==> src/design/arenaPkg.sv <==
// arena types (coordinates, heading, trig, colour, scene) and palette constants

package arenaPkg;

    // ----------------------------------------
    // basic scalar types
    // ----------------------------------------

    // screen coordinate, covers 640x480 and smaller
    typedef logic [9:0] coord_t;

    // 16 steps of 22.5 degrees
    typedef logic [3:0] heading_t;

    // Q1.7, so +127 means just under 1.0
    typedef logic signed [7:0] trig_t;

    // ----------------------------------------
    // grouped types
    // ----------------------------------------

    typedef struct packed {
        coord_t x;
        coord_t y;
    } point_t;

    typedef struct packed {
        logic [7:0] red;
        logic [7:0] green;
        logic [7:0] blue;
    } rgb_t;

    // one complete scene as seen by the mapper
    typedef struct packed {
        point_t   tank1;
        point_t   tank2;
        point_t   bullet;
        heading_t heading;
        logic     bulletActive;
        // shared half width of every box
        coord_t   halfSize;
    } scene_t;

    // ----------------------------------------
    // palette
    // ----------------------------------------

    localparam rgb_t tank1Color  = '{red: 8'hff, green: 8'hbb, blue: 8'h00};
    localparam rgb_t tank2Color  = '{red: 8'hff, green: 8'h00, blue: 8'h00};
    localparam rgb_t bulletColor = '{red: 8'h32, green: 8'hdd, blue: 8'hde};
    localparam rgb_t floorColor  = '{red: 8'h55, green: 8'h55, blue: 8'h55};
    // outside the visible window
    localparam rgb_t blankColor  = '{red: 8'h00, green: 8'h00, blue: 8'h00};

endpackage

==> src/design/vgaTiming.sv <==
// VGA-style timing generator: column/row counters, display enable, syncs, frame start

module vgaTiming import arenaPkg::*;
#(
    parameter int hVisible = 640,
    parameter int hFront   = 16,
    parameter int hSyncLen = 96,
    parameter int hBack    = 48,
    parameter int vVisible = 480,
    parameter int vFront   = 10,
    parameter int vSyncLen = 2,
    parameter int vBack    = 33
)
(
    input  logic   clk,
    input  logic   rstN,
    output point_t drawPos,
    output logic   displayOn,
    output logic   frameStart,
    output logic   hSyncRaw,
    output logic   vSyncRaw
);

    // ----------------------------------------
    // derived frame geometry
    // ----------------------------------------

    // last column and last row of the full frame
    localparam coord_t hLast = coord_t'(hVisible + hFront + hSyncLen + hBack - 1);
    localparam coord_t vLast = coord_t'(vVisible + vFront + vSyncLen + vBack - 1);

    // sync window starts after visible area and front porch
    localparam coord_t hSyncFirst = coord_t'(hVisible + hFront);
    localparam coord_t hSyncStop  = coord_t'(hVisible + hFront + hSyncLen);
    localparam coord_t vSyncFirst = coord_t'(vVisible + vFront);
    localparam coord_t vSyncStop  = coord_t'(vVisible + vFront + vSyncLen);

    localparam coord_t hVisEnd = coord_t'(hVisible);
    localparam coord_t vVisEnd = coord_t'(vVisible);

    coord_t col;
    coord_t row;

    // ----------------------------------------
    // counters
    // ----------------------------------------

    always_ff @(posedge clk)
    begin
        if (!rstN)
        begin
            col <= '0;
            row <= '0;
        end
        else if (col == hLast)
        begin
            // end of line, step to next row
            col <= '0;
            if (row == vLast)
                row <= '0;
            else
                row <= row + 1'b1;
        end
        else
        begin
            col <= col + 1'b1;
        end
    end

    // ----------------------------------------
    // decoded levels, all combinational
    // ----------------------------------------

    assign drawPos    = '{x: col, y: row};
    assign displayOn  = (col < hVisEnd) && (row < vVisEnd);
    // single cycle at top left corner
    assign frameStart = (col == '0) && (row == '0);

    // active low inside the sync interval
    assign hSyncRaw = !((col >= hSyncFirst) && (col < hSyncStop));
    assign vSyncRaw = !((row >= vSyncFirst) && (row < vSyncStop));

endmodule

==> src/design/sinCosRom.sv <==
// sine/cosine lookup for the tank-2 heading, Q1.7 signed values

module sinCosRom import arenaPkg::*;
(
    input  heading_t heading,
    output trig_t    sinVal,
    output trig_t    cosVal
);

    // quarter turn in table steps
    localparam heading_t quarterTurn = 4'd4;

    heading_t cosIndex;

    // one period of sine, 16 samples
    function automatic trig_t sineOf(input heading_t idx);
        trig_t val;
        case (idx)
            4'd0:    val = 8'sd0;
            4'd1:    val = 8'sd49;
            4'd2:    val = 8'sd90;
            4'd3:    val = 8'sd117;
            4'd4:    val = 8'sd127;
            4'd5:    val = 8'sd117;
            4'd6:    val = 8'sd90;
            4'd7:    val = 8'sd49;
            4'd8:    val = 8'sd0;
            4'd9:    val = -8'sd49;
            4'd10:   val = -8'sd90;
            4'd11:   val = -8'sd117;
            4'd12:   val = -8'sd127;
            4'd13:   val = -8'sd117;
            4'd14:   val = -8'sd90;
            default: val = -8'sd49;
        endcase
        return val;
    endfunction

    // 4 bit add wraps modulo 16 on its own
    assign cosIndex = heading + quarterTurn;

    // ----------------------------------------
    // table reads
    // ----------------------------------------

    // combinational so rotation sees heading in same cycle
    assign sinVal = sineOf(heading);
    assign cosVal = sineOf(cosIndex);

endmodule

==> src/design/rotatePoint.sv <==
// fixed-point rotation of the draw position about the tank-2 centre

module rotatePoint import arenaPkg::*;
(
    input  point_t drawPos,
    input  point_t centre,
    input  trig_t  sinVal,
    input  trig_t  cosVal,
    output point_t rotPos
);

    // offsets, one extra bit for sign
    logic signed [10:0] dx;
    logic signed [10:0] dy;

    // 11 bit x 8 bit products
    logic signed [18:0] prodXCos;
    logic signed [18:0] prodYSin;
    logic signed [18:0] prodXSin;
    logic signed [18:0] prodYCos;

    // rotated offsets before and after Q1.7 scaling
    logic signed [19:0] sumX;
    logic signed [19:0] sumY;
    logic signed [19:0] scaledX;
    logic signed [19:0] scaledY;

    // ----------------------------------------
    // offsets from centre
    // ----------------------------------------

    assign dx = $signed({1'b0, drawPos.x}) - $signed({1'b0, centre.x});
    assign dy = $signed({1'b0, drawPos.y}) - $signed({1'b0, centre.y});

    // ----------------------------------------
    // rotate and scale
    // ----------------------------------------

    assign prodXCos = dx * cosVal;
    assign prodYSin = dy * sinVal;
    assign prodXSin = dx * sinVal;
    assign prodYCos = dy * cosVal;

    assign sumX = prodXCos - prodYSin;
    assign sumY = prodXSin + prodYCos;

    // arithmetic shift gives floor of divide by 128
    assign scaledX = sumX >>> 7;
    assign scaledY = sumY >>> 7;

    // back into screen space, wraps at 10 bits
    assign rotPos.x = centre.x + scaledX[9:0];
    assign rotPos.y = centre.y + scaledY[9:0];

endmodule

==> src/design/sceneRegs.sv <==
// double-buffered scene registers, pending filled by load, active committed at frame start

module sceneRegs import arenaPkg::*;
(
    input  logic   clk,
    input  logic   rstN,
    input  logic   load,
    input  scene_t update,
    input  logic   frameStart,
    output scene_t active
);

    // ----------------------------------------
    // pending buffer
    // ----------------------------------------

    // written from outside, last load before frame start wins
    scene_t pending;

    always_ff @(posedge clk)
    begin
        if (!rstN)
        begin
            pending <= '0;
        end
        else if (load)
        begin
            pending <= update;
        end
    end

    // ----------------------------------------
    // active buffer
    // ----------------------------------------

    // only promoted at frame start so a frame never mixes scenes;
    // a load in the same cycle lands in pending and waits one frame
    always_ff @(posedge clk)
    begin
        if (!rstN)
        begin
            active <= '0;
        end
        else if (frameStart)
        begin
            active <= pending;
        end
    end

endmodule

==> src/design/colorMapper.sv <==
// colour mapper: box tests, fixed priority, blanking and registered RGB output

module colorMapper import arenaPkg::*;
(
    input  logic   clk,
    input  logic   rstN,
    input  point_t drawPos,
    input  point_t rotPos,
    input  logic   displayOn,
    input  scene_t scene,
    output rgb_t   pixel
);

    logic inTank1;
    logic inTank2;
    logic inBullet;
    rgb_t nextColor;

    // square box around centre, unsigned 10 bit bounds
    function automatic logic inBox(input point_t p, input point_t c, input coord_t half);
        coord_t loX;
        coord_t hiX;
        coord_t loY;
        coord_t hiY;
        loX = c.x - half;
        hiX = c.x + half;
        loY = c.y - half;
        hiY = c.y + half;
        return (p.x >= loX) && (p.x <= hiX) && (p.y >= loY) && (p.y <= hiY);
    endfunction

    // ----------------------------------------
    // box tests
    // ----------------------------------------

    assign inTank1  = inBox(drawPos, scene.tank1, scene.halfSize);
    // tank 2 tested in rotated space
    assign inTank2  = inBox(rotPos, scene.tank2, scene.halfSize);
    assign inBullet = scene.bulletActive && inBox(drawPos, scene.bullet, scene.halfSize);

    // ----------------------------------------
    // priority select
    // ----------------------------------------

    always_comb
    begin
        if (!displayOn)
            nextColor = blankColor;
        else if (inTank1)
            nextColor = tank1Color;
        else if (inTank2)
            nextColor = tank2Color;
        else if (inBullet)
            nextColor = bulletColor;
        else
            nextColor = floorColor;
    end

    // one cycle behind the counters
    always_ff @(posedge clk)
    begin
        if (!rstN)
            pixel <= blankColor;
        else
            pixel <= nextColor;
    end

endmodule

==> src/design/arenaTop.sv <==
// arena renderer top: timing, scene registers, trig table, rotation, mapper, sync delay

module arenaTop import arenaPkg::*;
#(
    parameter int hVisible = 640,
    parameter int hFront   = 16,
    parameter int hSyncLen = 96,
    parameter int hBack    = 48,
    parameter int vVisible = 480,
    parameter int vFront   = 10,
    parameter int vSyncLen = 2,
    parameter int vBack    = 33
)
(
    input  logic   clk,
    input  logic   rstN,
    input  logic   load,
    input  scene_t update,
    output rgb_t   pixel,
    output logic   hSync,
    output logic   vSync
);

    point_t drawPos;
    point_t rotPos;
    logic   displayOn;
    logic   frameStart;
    logic   hSyncRaw;
    logic   vSyncRaw;
    scene_t active;
    trig_t  sinVal;
    trig_t  cosVal;

    // ----------------------------------------
    // pipeline blocks
    // ----------------------------------------

    vgaTiming #(
        .hVisible (hVisible),
        .hFront   (hFront),
        .hSyncLen (hSyncLen),
        .hBack    (hBack),
        .vVisible (vVisible),
        .vFront   (vFront),
        .vSyncLen (vSyncLen),
        .vBack    (vBack)
    ) timingGen (
        .clk        (clk),
        .rstN       (rstN),
        .drawPos    (drawPos),
        .displayOn  (displayOn),
        .frameStart (frameStart),
        .hSyncRaw   (hSyncRaw),
        .vSyncRaw   (vSyncRaw)
    );

    sceneRegs sceneBank (
        .clk        (clk),
        .rstN       (rstN),
        .load       (load),
        .update     (update),
        .frameStart (frameStart),
        .active     (active)
    );

    // trig for current tank 2 heading
    sinCosRom trigTable (
        .heading (active.heading),
        .sinVal  (sinVal),
        .cosVal  (cosVal)
    );

    rotatePoint rotator (
        .drawPos (drawPos),
        .centre  (active.tank2),
        .sinVal  (sinVal),
        .cosVal  (cosVal),
        .rotPos  (rotPos)
    );

    colorMapper mapper (
        .clk       (clk),
        .rstN      (rstN),
        .drawPos   (drawPos),
        .rotPos    (rotPos),
        .displayOn (displayOn),
        .scene     (active),
        .pixel     (pixel)
    );

    // ----------------------------------------
    // sync alignment
    // ----------------------------------------

    // match the registered colour, idle high
    always_ff @(posedge clk)
    begin
        if (!rstN)
        begin
            hSync <= 1'b1;
            vSync <= 1'b1;
        end
        else
        begin
            hSync <= hSyncRaw;
            vSync <= vSyncRaw;
        end
    end

endmodule

==> config.mk <==
export PLATFORM = sky130hd
export DESIGN_NAME = arenaTop
export DESIGN_NICKNAME = d
export VERILOG_FILES = /design/src/design/arenaPkg.sv /design/src/design/vgaTiming.sv /design/src/design/sinCosRom.sv /design/src/design/rotatePoint.sv /design/src/design/sceneRegs.sv /design/src/design/colorMapper.sv /design/src/design/arenaTop.sv
export SDC_FILE = /design/constraint.sdc
export NUM_CORES = 2
export LEC_CHECK = 0
export ABC_AREA = 1
export BUFFER_PORTS_ARGS = -buffer_cell sky130_fd_sc_hd__buf_2
export CORE_MARGIN = 1.5
export CORE_UTILIZATION = 60
export CTS_BUF_LIST = sky130_fd_sc_hd__clkbuf_8 sky130_fd_sc_hd__clkbuf_16
export DETAILED_ROUTE_END_ITERATION = 8
export PLACE_DENSITY = 0.77
export SETUP_SLACK_MARGIN = 0.05
export SLEW_MARGIN = 40
export SYNTH_ARGS = -nofsm -noshare
export SYNTH_HDL_FRONTEND = slang
export SYNTH_HIERARCHICAL = 1
export SYNTH_SLANG_ARGS = --single-unit
==> constraint.sdc <==
create_clock -name clk -period 26.7 [get_ports clk]
set_input_delay 8.01 -clock clk [delete_from_list [all_inputs] [get_ports clk]]
set_output_delay 8.01 -clock clk [all_outputs]
set_load 0.02 [all_outputs]
# == Yosys cells after proc, flatten, opt, wreduce, memory -nomap -nowiden ==
# Memory sizes are Yosys's and may differ from the RTL's. A register that Yosys moved wholly into a read port is not among the register bits.
# Cells that the tools add are included.
# Widths: inputs -> output; s select.
# op_classes
addsub,21
multipliers,4
order_cmp,18
eq_ne,2
mux,6
bitwise_logic,2
n_reduce_logical,21
# ops
cell,count
$add 10x10->10,8
$mul 11x8->17,4
$ge 10x10->1,6
$le 10x10->1,6
$sub 10x10->10,6
$mux 24,2
$mux 23,1
$sub 10x10->11,2
$add 10x1->10 const B,2
$eq 10x10->1 const B,2
$logic_not 10->1,2
$lt 10x10->1 const B,2
$lt 10x9->1 const B,2
$add 17x17->17,1
$sub 17x17->17,1
$logic_and 1x1->1,14
$ge 10x10->1 const B,1
$ge 10x9->1 const B,1
$mux 10,1
$mux 4,2
$add 4x3->4 const B,1
$reduce_or 4->1,1
$logic_not 1->1,2
$not 1->1,2
2 further kinds,2
# totals
register_bits,196
mem_bits_ro,256
inputBits,78
out_inout_bits,26
mem_count,2
# memory_table
memory,words,word_bits,rd,rd_ports_with_merged_regs,write_ports,line_no,text
(no name shown),16,8,1,0,0,sinCosRom.sv:18,case (idx)
(no name shown),16,8,1,1,0,sinCosRom.sv:18,

# == Depth between registers and ports, before layout ==
# An unclocked memory read counts as a cell.
# depth
ltp_word,11
mapped_depth,59
mapped_depth_nobuf,59

# == By module ==
# Netlist, hierarchy kept.
# by_module_without_submodules
mod,n_inst,cells_each,area_per_inst_um2,seq_area_each_um2
rotatePoint,1,1795,13775.7,0.0
colorMapper,1,1186,8202.9,200.2
sceneRegs,1,951,6190.9,3002.9
vgaTiming,1,180,1198.6,400.4
sinCosRom,1,81,406.6,0.0
arenaTop,1,6,55.1,40.0

# == Least setup slack after synthesis ==
# OpenSTA, ideal clock, no wires.
# synth_timing
path_type,register to register
start,reg timingGen.row[0]
end,"reg, netlist name mapper/pixel[22]"
setup_time_ns,0.120
arrival_ns,8.583
t_required_ns,26.580
setup_slack_ns,17.997
stages_incl_launch_ff,52
path_buffers,0
period_less_slack_ns,8.703
path_cell_list,dfxtp_1 > inv_1 > ha_1 > fa_1 > inv_1 > a21oi_1 > xnor2_1 > inv_1 > nor2_1 > fa_1 > fa_1 > fa_1 > fa_1 > fa_1 > fa_1 > inv_1 > ha_1 > a21o_1 > (+16 left out) > nand2_1 > nand2_1 > nand2_1 > nand2_1 > nor2_1 > nor2_2 > ha_1 > nand2_1 > nor2_1 > nand3_1 > nand3_1 > nand2_1 > nand2_1 > inv_1 > nand2_1 > nand2_1 > nand2_1 > nand2_1
# synth_lines
item,line_no,text
"start, declared",vgaTiming.sv:42,coord_t row;
"start signal, assigned",vgaTiming.sv:62,row <= row + 1'b1;

==> impl_metrics.yaml <==
clock_tree:
  cts_root_buffer: "clkbuf_16"
  cts_tree: "yes"
  htreeDepth: 4
  numCtsBuffers: 17
  hold_buffers: 0
  clock_sinks: 182
  cts_resized: 0
  cts.clk_slew.worst_paths_ns: 0.07
  cts_max_path_buffers: 2
  clkLatencyLatePin_ns: 0.45
  postCtsSetupBuffers: 0
logic_synthesis:
  synth_top_area_share_pct: 21.68
  avgSynthCellArea_um2: 7.104
  synth.distinct_cells: 57
  async_reset_ff_share_pct: 0
  synth_sequential_area_ratio_pct: 12.21
  yosysWarnings: 6
  synth_nets: 4986
  synth_area_leaders: "fa_1 22%, ha_1 16%, dfxtp_1 12%"
  netlist_area_um2: 29830
  synthCells: 4199
  synth_seq_cells: 182
  synthFlopType: "dfxtp_1"
  synth.largest_area_cell: "fa_1"
  synth-edff-count: 0
critical_path:
  crit_family: "adder cells"
  crit_buf_inv: 12
  cp.depth: 46
  critPathRequiredTime_ns: 27.05
  slowest_delay_ns: 0.66
  critPathKind: "reg2reg"
  endpoint_kind: "register"
  startpoint_type: "register"
  path_common_cell: "inv_1"
  crit_slowest_cell: "xnor2_1"
  arrival_ns: 10.85
  crit_fanout: 11
  reg2regPathDepth: 46
timing:
  worst_pin_slew_ns: 0.8597
  fin_tns_setup_ns: 0
  min_period_over_period_pct: 39.34
  hold_violations: 0
  fin_crit_ns: 10.50
  rsz0062_at_grt: "false"
  slew-limit-headroom_pct: 42.62
  slew_violations: 0
  setup-violations-final: 0
  fin_worst_skew_ns: 0.007855
  max_freq_mhz: 95.21
global_routing:
  grt_max_degree: 101
  grt_pass1_vias: 25246
  grt-ovfl-total: 0
  grt_pass1_wl_um: 130000
  track_usage_pct: 32.67
  antenna_found_initial: 2
route:
  drt_iter0_markers: 1786
  wl_per_cell_um: 16.47
  ant_nets: 0
  via_count: 25698
  drt-total-wl_um: 80500
  dr.pass1.iters: 6
  via_per_inst: 5.256
  drc: 0
floorplan:
  die_w_um: 226.0
  start_util_pct: 60.94
  die_y_um: 226.0
  rows: 81
  dieArea_um2: 51060
  fp.coreArea_um2: 48950
  boundaryPins: 104
place:
  routabilityCongestion: 1.025
  dp.final_hpwl_um: 66100
  io_buffer_count: 102
outcome:
  status: "complete, no violations"
layout:
  drive_above_1_share_pct: 5.941
  diodes: 0
  syn2layout_area_growth_pct: 4.354
  final_nets: 4999
  fillers: 4546
job:
  cap_viol_max_count: 0
worst_hold_path:
  holdPathStages: 2
  hold_path_class: "reg2reg"
==> worst paths after layout <==
check | from | to | slack [ns]
worst max-delay path | timingGen/col[1]$_SDFF_PP0_ | mapper/pixel[21]$_SDFF_PN0_ | 16.20
worst min-delay path | sceneBank/pending[32]$_SDFFE_PN0P_ | sceneBank/pending[32]$_SDFFE_PN0P_ | 0.47
worst max register to register | timingGen/col[1]$_SDFF_PP0_ | mapper/pixel[21]$_SDFF_PN0_ | 16.20
worst min register to register | sceneBank/pending[32]$_SDFFE_PN0P_ | sceneBank/pending[32]$_SDFFE_PN0P_ | 0.47
==> worst reg2reg max path: cells and delay by family, from the launching register on <==
kind                       cells  cell delay (ns)
DFF                            1             0.59
adders and majority gates     10             4.36
and+or+nand+nor               19             2.94
AOI/OAI and AO/OA              2             0.26
buffers and inverters         12             1.32
xor gates and xnor gates       3             0.94
==> logic make-up after synthesis <==
kind of cell,after synthesis,synth area share (%)
other cells,1,0.01257
flops,182,12.21
simple gates,1796,24.22
compound gates,334,7.009
fa+ha+maj,709,37.87
buf+inv,1024,14.16
xor+xnor,153,4.517
==> stage by stage <==
stage                     setup WS, ns  area [um^2]  hold slack [ns]  util, %  cells
after global placement           16.37        30480           0.4563    62.27   4855
after detailed placement         16.33        30520           0.4627    62.35   4857
after floorplan                  18.00        29830           0.4488        -   4199
after CTS                        16.30        31120           0.4724    63.57   4889
final                            16.20        31130           0.4686    63.59   4889
after global routing             15.74        31130           0.4865    63.59   4889
==> final cells by class <==
class                           count  area, um^2  area share [%]
Timing Repair Buffer              124       710.7           2.283
Multi-Input combinational cell   2993       21980           70.61
Sequential cell                   182        3643           11.70
Clock buffer                       17       425.4           1.367
Clock inverter                     15       168.9          0.5426
Tap cell                          664       830.8           2.669
Inverter                          894        3368           10.82
==> synth_stat cells, types with 17 or more instances <==
library cell / number
a21o_1: 17
a21oi_1: 149
buf_2: 41
buf_4: 28
buf_6: 28
clkbuf_1: 32
dfxtp_1: 182
fa_1: 323
ha_1: 386
inv_1: 873
nand2_1: 923
nand3_1: 113
nand4_1: 33
nor2_1: 638
nor3_1: 33
o21ai_0: 42
o21ai_1: 21
o21bai_1: 33
xnor2_1: 33
xor2_1: 119
==> routing by layer <==
| layer | share of wire, % | track usage [%] | routed length, um | vias up |
|---|---|---|---|---|
| met5 | 0 | 0 | 0 | - |
| met4 | 5.5 | 16.50 | 4422 | 0 |
| met3 | 6.8 | 4.749 | 5491 | 255 |
| met2 | 47 | 55.81 | 37930 | 1018 |
| met1 | 41 | 40.13 | 32660 | 11768 |
| li1 | - | - | - | 12657 |
==> sequential cells by signal, summed over array words and instances, names as in the netlist <==
name,count
timingGen/row,10
timingGen/col,10
sceneBank/pending,75
vSync,1
sceneBank/active,75
hSync,1
mapper/pixel,10
==> placed cells by master, fill, tap and decap left out, types with 7 or more instances in the layout <==
| cell type | instances |
|---|---|
| nand2_1 | 923 |
| inv_1 | 872 |
| nor2_1 | 636 |
| ha_1 | 386 |
| fa_1 | 323 |
| dfxtp_1 | 182 |
| a21oi_1 | 149 |
| xor2_1 | 119 |
| nand3_1 | 113 |
| buf_2 | 100 |
| o21ai_0 | 42 |
| nor3_1 | 33 |
| o21bai_1 | 33 |
| nand4_1 | 33 |
| xnor2_1 | 32 |
| o21ai_1 | 21 |
| buf_4 | 18 |
| clkbuf_16 | 17 |
| a21o_1 | 17 |
| a21oi_2 | 15 |
| inv_2 | 15 |
| nand2_2 | 15 |
| o31ai_1 | 9 |
| nand3b_1 | 9 |
| a221oi_1 | 8 |
| a31oi_1 | 7 |
| nor2_2 | 7 |
Power is left out: the tool's default activity adds up to more than one toggle a clock period on the data nets, which glitch-free logic cannot reach.
